<file path="config.mk">
export PLATFORM = sky130hd
export DESIGN_NAME = commit_ctrl_top
export DESIGN_NICKNAME = d
export VERILOG_FILES = /design/src/ctrl_pkg.sv /design/src/commit_if.sv /design/src/commit_ctrl_top.sv /design/src/commit_fsm.sv /design/src/bus_err_tracker.sv /design/src/instr_decode.sv
export SDC_FILE = /design/constraint.sdc
export NUM_CORES = 1
export LEC_CHECK = 0
export BUFFER_PORTS_ARGS = -buffer_cell sky130_fd_sc_hd__buf_2
export CELL_PAD_IN_SITES_DETAIL_PLACEMENT = 2
export CELL_PAD_IN_SITES_GLOBAL_PLACEMENT = 2
export CORE_MARGIN = 10
export CORE_UTILIZATION = 29
export DETAILED_ROUTE_END_ITERATION = 6
export PLACE_DENSITY_LB_ADDON = 0.12
export SLEW_MARGIN = 20
export SYNTH_ARGS = -nofsm -noshare
export SYNTH_HDL_FRONTEND = slang
export SYNTH_SLANG_ARGS = --single-unit
</file>
<file path="constraint.sdc">
create_clock -name clk -period 2.15 [get_ports clk]
set_input_delay 0.3225 -clock clk [delete_from_list [all_inputs] [get_ports clk]]
set_output_delay 0.3225 -clock clk [all_outputs]
set_load 0.02 [all_outputs]
</file>
<file path="src/ctrl_pkg.sv">
/*
 * Shared types and sizes for the commit-stage controller: opcode, FSM state
 * and PC source enums, plus queue and bus tracker sizing
 */
`default_nettype none

package ctrl_pkg;

  //////////////////////////////
  // Sizing
  //////////////////////////////

  // Queue depth, which is also the number of credits the sender owns after reset
  localparam int unsigned INSTR_CREDITS = 2;
  // Credit and occupancy counter width, enough for 0 to INSTR_CREDITS
  localparam int unsigned CREDIT_W = 2;

  // Data-bus transactions that may be in flight at once
  localparam int unsigned MAX_OUTSTANDING = 2;
  // Outstanding counter width, enough for 0 to MAX_OUTSTANDING
  localparam int unsigned OUTST_W = 2;

  //////////////////////////////
  // Enumerations
  //////////////////////////////

  // Instruction class as seen by the commit stage
  typedef enum logic [1:0] {
    OP_ALU    = 2'b00,
    OP_LOAD   = 2'b01,
    OP_STORE  = 2'b10,
    OP_FENCEI = 2'b11
  } opcode_e;

  // Commit FSM states
  typedef enum logic [2:0] {
    ST_RESET       = 3'd0,
    ST_BOOT_SET    = 3'd1,
    ST_FUNCTIONAL  = 3'd2,
    ST_FENCEI_REQ  = 3'd3,
    ST_FENCEI_DONE = 3'd4
  } ctrl_state_e;

  // Source of the new PC on a PC set
  typedef enum logic [1:0] {
    PC_BOOT     = 2'b00,
    PC_FENCEI   = 2'b01,
    PC_TRAP_NMI = 2'b10
  } pc_mux_e;

endpackage

`default_nettype wire
</file>
<file path="src/commit_if.sv">
/*
 * Writeback-stage channel from the instruction queue to the commit FSM
 */
`timescale 1ns/1ps
`default_nettype none

interface commit_if;

  // Head entry of the queue is on offer while this is high
  logic valid;

  // Head is a load or a store
  logic is_lsu;

  // Head is a fence.i, which has to wait for the flush handshake
  logic is_fencei;

  // The FSM consumes the head in this cycle
  // The queue pops on it and hands one credit back to the sender
  logic retire;

  // Queue side
  modport decode (
    output valid,
    output is_lsu,
    output is_fencei,
    input  retire
  );

  // FSM side
  modport commit (
    input  valid,
    input  is_lsu,
    input  is_fencei,
    output retire
  );

endinterface

`default_nettype wire

</file>
<file path="src/commit_ctrl_top.sv">
/*
 * Commit controller top: queue, bus-error tracker and commit FSM
 */
`timescale 1ns/1ps
`default_nettype none

module commit_ctrl_top (
  input  logic              clk,
  input  logic              rst_n,

  // Credit-based instruction intake
  input  logic              instr_valid_i,
  input  ctrl_pkg::opcode_e instr_op_i,
  output logic              instr_credit_o,

  // Data-bus observation
  input  logic              obi_req_i,
  input  logic              obi_gnt_i,
  input  logic              obi_we_i,
  input  logic              obi_rvalid_i,
  input  logic              obi_err_i,

  // Fence.i handshake
  input  logic              wbuf_empty_i,
  input  logic              fencei_flush_ack_i,
  output logic              fencei_flush_req_o,

  // Commit results
  output logic              pc_set_o,
  output ctrl_pkg::pc_mux_e pc_mux_o,
  output logic              retire_o,
  output logic              nmi_is_store_o
);

  // Latch status toward the FSM and the clear pulse back
  logic nmi_pending;
  logic nmi_taken;

  commit_if u_commit_if ();

  //////////////////////////////
  // Units
  //////////////////////////////

  instr_decode u_instr_decode (
    .clk            (clk),
    .rst_n          (rst_n),
    .instr_valid_i  (instr_valid_i),
    .instr_op_i     (instr_op_i),
    .instr_credit_o (instr_credit_o),
    .c              (u_commit_if.decode)
  );

  bus_err_tracker u_bus_err_tracker (
    .clk            (clk),
    .rst_n          (rst_n),
    .obi_req_i      (obi_req_i),
    .obi_gnt_i      (obi_gnt_i),
    .obi_we_i       (obi_we_i),
    .obi_rvalid_i   (obi_rvalid_i),
    .obi_err_i      (obi_err_i),
    .nmi_taken_i    (nmi_taken),
    .nmi_pending_o  (nmi_pending),
    .nmi_is_store_o (nmi_is_store_o)
  );

  commit_fsm u_commit_fsm (
    .clk                (clk),
    .rst_n              (rst_n),
    .c                  (u_commit_if.commit),
    .nmi_pending_i      (nmi_pending),
    .wbuf_empty_i       (wbuf_empty_i),
    .fencei_flush_ack_i (fencei_flush_ack_i),
    .fencei_flush_req_o (fencei_flush_req_o),
    .nmi_taken_o        (nmi_taken),
    .pc_set_o           (pc_set_o),
    .pc_mux_o           (pc_mux_o),
    .retire_o           (retire_o)
  );

endmodule

`default_nettype wire

</file>
<file path="src/commit_fsm.sv">
/*
 * Commit state machine: boot PC set, fence.i flush handshake, NMI take
 * and in-order retirement of the writeback instruction
 */
`timescale 1ns/1ps
`default_nettype none

module commit_fsm (
  input  logic              clk,
  input  logic              rst_n,
  commit_if.commit          c,
  input  logic              nmi_pending_i,
  input  logic              wbuf_empty_i,
  input  logic              fencei_flush_ack_i,
  output logic              fencei_flush_req_o,
  output logic              nmi_taken_o,
  output logic              pc_set_o,
  output ctrl_pkg::pc_mux_e pc_mux_o,
  output logic              retire_o
);

  import ctrl_pkg::*;

  ctrl_state_e state_q;
  ctrl_state_e state_d;

  logic head_plain;
  logic head_fencei_go;

  // ALU ops retire at once, and so do loads and stores
  // Their bus responses are followed separately by the error tracker
  assign head_plain = c.valid && (c.is_lsu || !c.is_fencei);

  // A fence.i may start its handshake only once the write buffer has drained
  assign head_fencei_go = c.valid && c.is_fencei && wbuf_empty_i;

  //////////////////////////////
  // State register
  //////////////////////////////

  always_ff @(posedge clk or negedge rst_n) begin
    if (!rst_n) begin
      state_q <= ST_RESET;
    end else begin
      state_q <= state_d;
    end
  end

  //////////////////////////////
  // Next state and outputs
  //////////////////////////////

  always_comb begin
    state_d     = state_q;
    pc_set_o    = 1'b0;
    pc_mux_o    = PC_BOOT;
    nmi_taken_o = 1'b0;
    c.retire    = 1'b0;

    case (state_q)
      ST_RESET: begin
        // One idle cycle after reset release before the boot jump
        state_d = ST_BOOT_SET;
      end
      ST_BOOT_SET: begin
        pc_set_o = 1'b1;
        pc_mux_o = PC_BOOT;
        state_d  = ST_FUNCTIONAL;
      end
      ST_FUNCTIONAL: begin
        if (nmi_pending_i) begin
          // NMI wins over the head, which stays put for the handler to follow
          pc_set_o    = 1'b1;
          pc_mux_o    = PC_TRAP_NMI;
          nmi_taken_o = 1'b1;
        end else if (head_plain) begin
          c.retire = 1'b1;
        end else if (head_fencei_go) begin
          state_d = ST_FENCEI_REQ;
        end
      end
      ST_FENCEI_REQ: begin
        // Request is held until the edge that samples the acknowledge
        if (fencei_flush_ack_i) begin
          state_d = ST_FENCEI_DONE;
        end
      end
      ST_FENCEI_DONE: begin
        // Fence.i retires and fetch restarts behind it
        c.retire = 1'b1;
        pc_set_o = 1'b1;
        pc_mux_o = PC_FENCEI;
        state_d  = ST_FUNCTIONAL;
      end
      default: begin
        state_d = ST_RESET;
      end
    endcase
  end

  // Request comes straight from the state, so it rises and falls on edges only
  assign fencei_flush_req_o = (state_q == ST_FENCEI_REQ);

  assign retire_o = c.retire;

endmodule

`default_nettype wire

</file>
<file path="src/bus_err_tracker.sv">
/*
 * Data-bus observer that tracks the type of each outstanding transaction
 * and latches whether the first error response came from a load or a store
 */
`timescale 1ns/1ps
`default_nettype none

module bus_err_tracker (
  input  logic clk,
  input  logic rst_n,
  input  logic obi_req_i,
  input  logic obi_gnt_i,
  input  logic obi_we_i,
  input  logic obi_rvalid_i,
  input  logic obi_err_i,
  input  logic nmi_taken_i,
  output logic nmi_pending_o,
  output logic nmi_is_store_o
);

  import ctrl_pkg::*;

  // Write-enable per outstanding transaction
  // Bit 0 holds the newest request, higher bits hold older ones
  logic [MAX_OUTSTANDING-1:0] outst_type_q;
  logic [OUTST_W-1:0]         outst_cnt_q;

  logic accept;
  logic oldest_we;
  logic first_err;

  // A request only counts once the bus has granted it
  assign accept = obi_req_i && obi_gnt_i;

  //////////////////////////////
  // Outstanding tracking
  //////////////////////////////

  always_ff @(posedge clk or negedge rst_n) begin
    if (!rst_n) begin
      outst_type_q <= '0;
      outst_cnt_q  <= '0;
    end else begin
      // Every accepted request shifts in its type
      // The entry a response retires simply ages out of the counted range
      if (accept) begin
        outst_type_q <= {outst_type_q[MAX_OUTSTANDING-2:0], obi_we_i};
      end
      if (accept && !obi_rvalid_i) begin
        outst_cnt_q <= outst_cnt_q + OUTST_W'(1);
      end else if (!accept && obi_rvalid_i) begin
        outst_cnt_q <= outst_cnt_q - OUTST_W'(1);
      end
    end
  end

  // Responses come in order, so the one on the bus belongs to the oldest entry
  assign oldest_we = (outst_cnt_q == OUTST_W'(1)) ? outst_type_q[0]
                                                  : outst_type_q[MAX_OUTSTANDING-1];

  //////////////////////////////
  // First-error latch
  //////////////////////////////

  // Only an error that finds no NMI pending gets recorded
  assign first_err = obi_rvalid_i && obi_err_i && !nmi_pending_o;

  always_ff @(posedge clk or negedge rst_n) begin
    if (!rst_n) begin
      nmi_pending_o  <= 1'b0;
      nmi_is_store_o <= 1'b0;
    end else begin
      if (first_err) begin
        nmi_pending_o  <= 1'b1;
        nmi_is_store_o <= oldest_we;
      end else if (nmi_taken_i) begin
        // The type stays visible until the next error replaces it
        nmi_pending_o <= 1'b0;
      end
    end
  end

endmodule

`default_nettype wire

</file>
<file path="src/instr_decode.sv">
/*
 * Credit-based two-entry instruction queue with head opcode decode
 */
`timescale 1ns/1ps
`default_nettype none

module instr_decode (
  input  logic              clk,
  input  logic              rst_n,
  input  logic              instr_valid_i,
  input  ctrl_pkg::opcode_e instr_op_i,
  output logic              instr_credit_o,
  commit_if.decode          c
);

  import ctrl_pkg::*;

  // Opcode storage, one slot per credit
  opcode_e                          queue_q [INSTR_CREDITS];
  logic [$clog2(INSTR_CREDITS)-1:0] rd_ptr_q;
  logic [$clog2(INSTR_CREDITS)-1:0] wr_ptr_q;
  logic [CREDIT_W-1:0]              count_q;

  opcode_e head_op;
  logic    push;
  logic    pop;

  // The sender only drives valid while it holds a credit, so a push always has room
  assign push = instr_valid_i;
  assign pop  = c.retire && c.valid;

  //////////////////////////////
  // Storage and pointers
  //////////////////////////////

  always_ff @(posedge clk) begin
    if (push) begin
      queue_q[wr_ptr_q] <= instr_op_i;
    end
  end

  always_ff @(posedge clk or negedge rst_n) begin
    if (!rst_n) begin
      rd_ptr_q <= '0;
      wr_ptr_q <= '0;
      count_q  <= '0;
    end else begin
      if (push) begin
        wr_ptr_q <= wr_ptr_q + 1'b1;
      end
      if (pop) begin
        rd_ptr_q <= rd_ptr_q + 1'b1;
      end
      // Occupancy holds when a push and a pop meet
      if (push && !pop) begin
        count_q <= count_q + CREDIT_W'(1);
      end else if (pop && !push) begin
        count_q <= count_q - CREDIT_W'(1);
      end
    end
  end

  //////////////////////////////
  // Head decode
  //////////////////////////////

  assign head_op = queue_q[rd_ptr_q];

  // An entry written at an edge is visible here from the next cycle on
  assign c.valid     = (count_q != '0);
  // Flags are masked with valid so an empty slot never shows stale contents
  assign c.is_lsu    = c.valid && ((head_op == OP_LOAD) || (head_op == OP_STORE));
  assign c.is_fencei = c.valid && (head_op == OP_FENCEI);

  // Each pop frees one slot, so the credit goes back in the same cycle
  assign instr_credit_o = pop;

endmodule

`default_nettype wire

</file>
After elaboration in Yosys (flattened, before gate mapping). Memories as Yosys holds them, arrays and structs flattened. Cells that the tools add are included.

Register bits: 13. Bits in writable memories: 4. Input port bits: 12. Output and inout port bits: 7. Logic and storage cells: 77. Memories kept: 1.

Memory list: u_instr_decode.queue_q (words 2, bits a word 2, rd ports 1, clocked after Yosys merged registers in 0, wr ports 1, line instr_decode.sv:19) `opcode_e queue_q [INSTR_CREDITS];`.

$add $sub $neg: 6. Equal/unequal tests: 12. Mux-type cells: 22. Reduce and logical (&&, ||, !) cells: 28.

Operators with widths (count): $logic_and A1 B1 Y1 (13); $mux W3 (4); $pmux W3 S4 (1); $mux W2 (5); $mux W1 (9); $reduce_bool A2 Y1 (4); $eq A3 B2 Y1 const B (2); $logic_not A1 Y1 (6); $ne A2 B2 Y1 const B (3); $add A2 B1 Y2 const B (2); $eq A2 B1 Y1 const B (2); $eq A2 B2 Y1 const B (2); $pmux W1 S2 (2); $pmux W2 S2 (1); $reduce_and A4 Y1 (1); $sub A2 B1 Y2 const B (2); $eq A3 B1 Y1 const B (1); $eq A3 B3 Y1 const B (1); $logic_not A3 Y1 (1); $add A1 B1 Y1 const B (2); $logic_or A1 B1 Y1 (2); $ne A2 B1 Y1 const B (1); $reduce_or A2 Y1 (1).

Logic depth before layout (Yosys ltp). An unclocked memory read counts as a cell.

Depth after elaboration: 13. Mapped depth: 9. Gate-level depth less buffers: 9.

Hierarchy. Synthesis repeated with hierarchy kept, for this count alone.

Cell total of the unflattened synthesis: 75. Area total of the unflattened synthesis: 883.3 um2.

Modules (own cells, without submodules): instr_decode (times used 1, cells an instance 26, area an instance 360.3 um2, seq. area each 220.2 um2); bus_err_tracker (times used 1, cells an instance 23, area an instance 281.5 um2, seq. area each 150.1 um2); commit_fsm (times used 1, cells an instance 26, area an instance 241.5 um2, seq. area each 75.1 um2).

Worst setup path after synthesis. OpenSTA, ideal clock, no wires.

Kind: register to output. Start point: register u_instr_decode.rd_ptr_q. End point: output retire_o. Arrival: 1.859 ns. Required time: 1.827 ns. Slack: -0.031 ns. Cell stages (with the launch flop): 6. Path buffers: 0. Cell sequence: dfrtp_1 > mux2_2 > ha_1 > nor2b_1 > or4_1 > a21oi_1.

Longest elaborated chain between the ends: 9. Elaborated cells on any way between the ends: 13. Those cells by class: 3 x eq/ne; 3 x mux; 6 x reduce/logical; 1 x memory.

Ends and longest elaborated chain: start: declaration (line instr_decode.sv:20) `logic [$clog2(INSTR_CREDITS)-1:0] rd_ptr_q;`; start signal: assignment (line instr_decode.sv:52) `rd_ptr_q <= rd_ptr_q + 1'b1;`; $mem_v2 Z2 W2 (*); $eq A2 B1 Y1 (tied with other cells) (line instr_decode.sv:72) `assign c.is_lsu = c.valid && ((head_op == OP_LOAD) || (head_op == OP_STORE));`; $logic_or A1 B1 Y1 / $logic_and A1 B1 Y1 (equally long branches) (line instr_decode.sv:72, instr_decode.sv:73); $logic_and A1 B1 Y1 / $logic_not A1 Y1 (equally long branches) (line instr_decode.sv:72, commit_fsm.sv:32); $logic_or A1 B1 Y1 (*) (line commit_fsm.sv:32) `assign head_plain = c.valid && (c.is_lsu || !c.is_fencei);`; $logic_and A1 B1 Y1 (*) (line commit_fsm.sv:32); $mux W1 (*) (line commit_fsm.sv:76) `end else if (head_plain) begin`; $mux W1 (*) (line commit_fsm.sv:71) `if (nmi_pending_i) begin`; $pmux W1 S2 (*) (line commit_fsm.sv:60) `case (state_q)`; end: declaration (line commit_ctrl_top.sv:31) `output logic retire_o,`.

Every way passes the cells marked *; elsewhere a longest branch is shown, timed or not.

Worst setup path in the final report. Ends and elaborated chain as after synthesis.

==> flow_metrics.tcl <==
set metrics [dict create \
    outcome "finished with violations" \
    violations "setup timing" \
    wl_per_cell_um 14.3 \
    syn_nets 92 \
    synth_cell_types 27 \
    critPathRequiredTime_ns 1.83 \
    yosysWarnings 0 \
    nNetsFinal 123 \
    grt_pass1_vias 698 \
    hp-class "in2reg" \
    clk_path_buf_depth 2 \
    rsz0062_at_grt "yes" \
    setup_ws_ns -0.232 \
    num_antenna_cells 0 \
    power_per_cell_area_mw_per_mm2 1460 \
    grt_max_degree 15 \
    peakVddDrop_mv 0.667 \
    cts_buffers 3 \
    gp_routability_congestion 0.690 \
    hpwl_um 1430 \
    p_leak_nw 0.531 \
    grt_overflow 0 \
    max_freq_mhz 420 \
    rows 19 \
    final.period_utilization_pct 111 \
    tritoncts "done" \
    endpoint_kind "output port" \
    crit_path_start "u_instr_decode.rd_ptr_q" \
    crit_path_top_delay_cell "dfrtp_1" \
    yosys.area.top_type_share_pct 38.5 \
    syn_area_per_cell_um2 11.1 \
    cp_max_fo 3 \
    post-route-min-period_ns 2.38 \
    antenna_left 0 \
    clk_pin_slew_ns 0.10 \
    max_stage_delay_ns 0.43 \
    cap_violations 0 \
    netlist_area_um2 846 \
    synth_enable_flop_cells 4 \
    dieHeight_um 74.0 \
    die_w_um 74.0 \
    port_buffers 18 \
    critPathKind "reg2out" \
    drtIter0Drc 13 \
    r2r-start "u_instr_decode.rd_ptr_q" \
    yosysTopAreaCell "dfrtp_1" \
    min-delay-start "instr_op_i[1]" \
    hold_violations 0 \
    htreeDepth 1 \
    drt_first_pass_iters 2 \
    cts_sinks 17 \
    slew_viol_final 0 \
    place_area_um2 997 \
    instances_no_fill 137 \
    grt_first_pass_wirelength_um 3220 \
    clk_latency_ns 0.29 \
    cts_root_buffer "clkbuf_4" \
    vias 663 \
    cp.arrival_ns 2.06 \
    antenna_found_initial 0 \
    synth_ff_type "dfrtp_1" \
    core_mm2 0.00278 \
    worstMarginPinSlew_ns 0.420 \
    grt_usage_pct 7.61 \
    final_cell_area_mm2 0.00114 \
    ios 19 \
    via_per_inst 4.84 \
    ys_seq_area_share_pct 52.7 \
    drt-total-wl_um 1960 \
    synth_area_leaders "dfrtp_1 (38%), edfxtp_1 (14%), ha_1 (5.9%)" \
    drc 0 \
    die-area_mm2 0.00548 \
    setup_viol 3 \
    fin_skew_ns 0.00438 \
    syn2layout_area_growth_pct 34.3 \
    drive_above_1_share_pct 39.6 \
    netlist_instances 76 \
    ys_ff_latch 17 \
    cp_cell_sequence "mux2_4, ha_4, nor2b_4, or4_4, a21oi_2, buf_6" \
    dp.cells 127 \
    synth-async-reset-ratio_pct 76.5 \
    start_util_pct 30.4 \
    slew_headroom_pct 72.0 \
    start_kind "flop" \
]
layer usage:
metal  up-vias  share of wire, %  GRT usage, %
met4         0               1.8          3.73
met2        16                44          11.1
met3         4               7.6          3.46
met1       323                47          9.31
li1        320                 -             -
met5         -                 0             0
power breakdown:
part	total [W]	internal (W)	switching (W)
Combinational	0.000878	0.000484	0.000394
Sequential	0.000605	0.000458	0.000147
Clock	0.000174	0.0000722	0.000102
Total	0.00166	0.00101	0.000642
state kept, by name, summed over array words and instances (netlist names):
| register | flops |
|---|---|
| u_bus_err_tracker.outst_type_q | 2 |
| u_commit_fsm.state_q | 3 |
| u_instr_decode.rd_ptr_q | 1 |
| u_bus_err_tracker.nmi_is_store_o | 1 |
| u_bus_err_tracker.nmi_pending_o | 1 |
| u_bus_err_tracker.outst_cnt_q | 2 |
| u_instr_decode.count_q | 2 |
| u_instr_decode.queue_q | 4 |
| u_instr_decode.wr_ptr_q | 1 |
final cells by class:
type / count / area, um2
flip-flops and latches: 17 / 445
well taps: 31 / 38.8
inverters: 5 / 18.8
repair buffers: 27 / 176
multi-input cells: 53 / 430
clock buffers: 4 / 26.3
fillers: 294 / 1650
layout by cell type, fill, tap and decap left out, drive strengths merged:
master / instances
or4: 1
clkbuf: 4
nor3b: 2
a311oi: 1
mux2i: 1
a211oi: 1
ha: 4
xnor2: 4
and3: 2
nor2: 5
o31ai: 1
nor2b: 2
o21ai: 5
inv: 5
nand3: 1
xor2: 3
a21oi: 2
nand2: 6
buf: 26
and2: 3
edfxtp: 4
mux2: 4
dfrtp: 13
dlygate4sd3: 1
or2b: 2
nand3b: 1
nand2b: 1
or3: 1
worst paths after layout:
| kind | end | slack [ns] | cells past startpoint |
|---|---|---|---|
| min in group asynchronous | u_instr_decode.count_q[0] | 0.44 | 2 |
| hold / removal | u_instr_decode.queue_q[1][1] | 0.21 | 1 |
| setup / recovery | retire_o | -0.23 | 6 |
| setup reg to reg | u_instr_decode.count_q[1] | -0.16 | 11 |
| hold reg to reg | u_bus_err_tracker.outst_cnt_q[0] | 0.49 | 1 |
| max in group asynchronous | u_commit_fsm.state_q[1] | 1.48 | 2 |
Yosys cell counts (2+ instances only):
| master | count |
|---|---|
| a21oi_1 | 2 |
| and2_1 | 3 |
| and3_1 | 2 |
| dfrtp_1 | 13 |
| edfxtp_1 | 4 |
| ha_1 | 4 |
| inv_1 | 5 |
| mux2_2 | 4 |
| nand2_1 | 6 |
| nor2_1 | 5 |
| nor2b_1 | 2 |
| nor3b_1 | 2 |
| o21ai_0 | 5 |
| xnor2_1 | 4 |
| xor2_1 | 3 |
cells by family after synthesis:
kind of cell	count (synthesis)	synth area share, %
AOI/OAI and AO/OA	10	6.95
xor gates and xnor gates	7	7.25
adders and majority gates	4	5.92
buffers and inverters	6	2.66
DFF	17	52.7
muxes	5	6.51
and+or+nand+nor	27	18.0
through the flow:
| step | TNS, ns | total power (W) | util, % | setup slack [ns] | hold WS, ns |
|---|---|---|---|---|---|
| final | -0.595 | 0.00166 | 40.8 | -0.232 | 0.213 |
| after global routing | -1.02 | 0.00180 | 40.8 | -0.311 | 0.211 |
| after CTS | -0.565 | 0.00167 | 40.8 | -0.228 | 0.208 |
| after detailed placement | -0.0282 | 0.00129 | 35.9 | -0.0282 | 0.237 |
| after global placement | 0 | 0.00127 | 35.9 | 0.0105 | 0.237 |
| after floorplan | 0 | 0.00105 | - | 0.0575 | 0.0269 |
worst max-delay path: cells and delay by family (launching register included):
kind | cells | cell delay, ns
AND/OR/NAND/NOR | 2 | 0.46
flip-flops | 1 | 0.43
adder cells (fa/ha/maj) | 1 | 0.27
multiplexers | 1 | 0.33
AO/OA/AOI/OAI | 1 | 0.14
buffers and inverters | 1 | 0.13
what timing repair did:
action / CTS / global route
hold buffers: 1 / 0
pin swaps: 7 / 3
gates resized for setup: 14 / 0
hold endpoints to repair: 13 / 0
setup endpoints to repair: 3 / 5
setup buffers: 5 / 0
(Power assumes the default switching activity.)
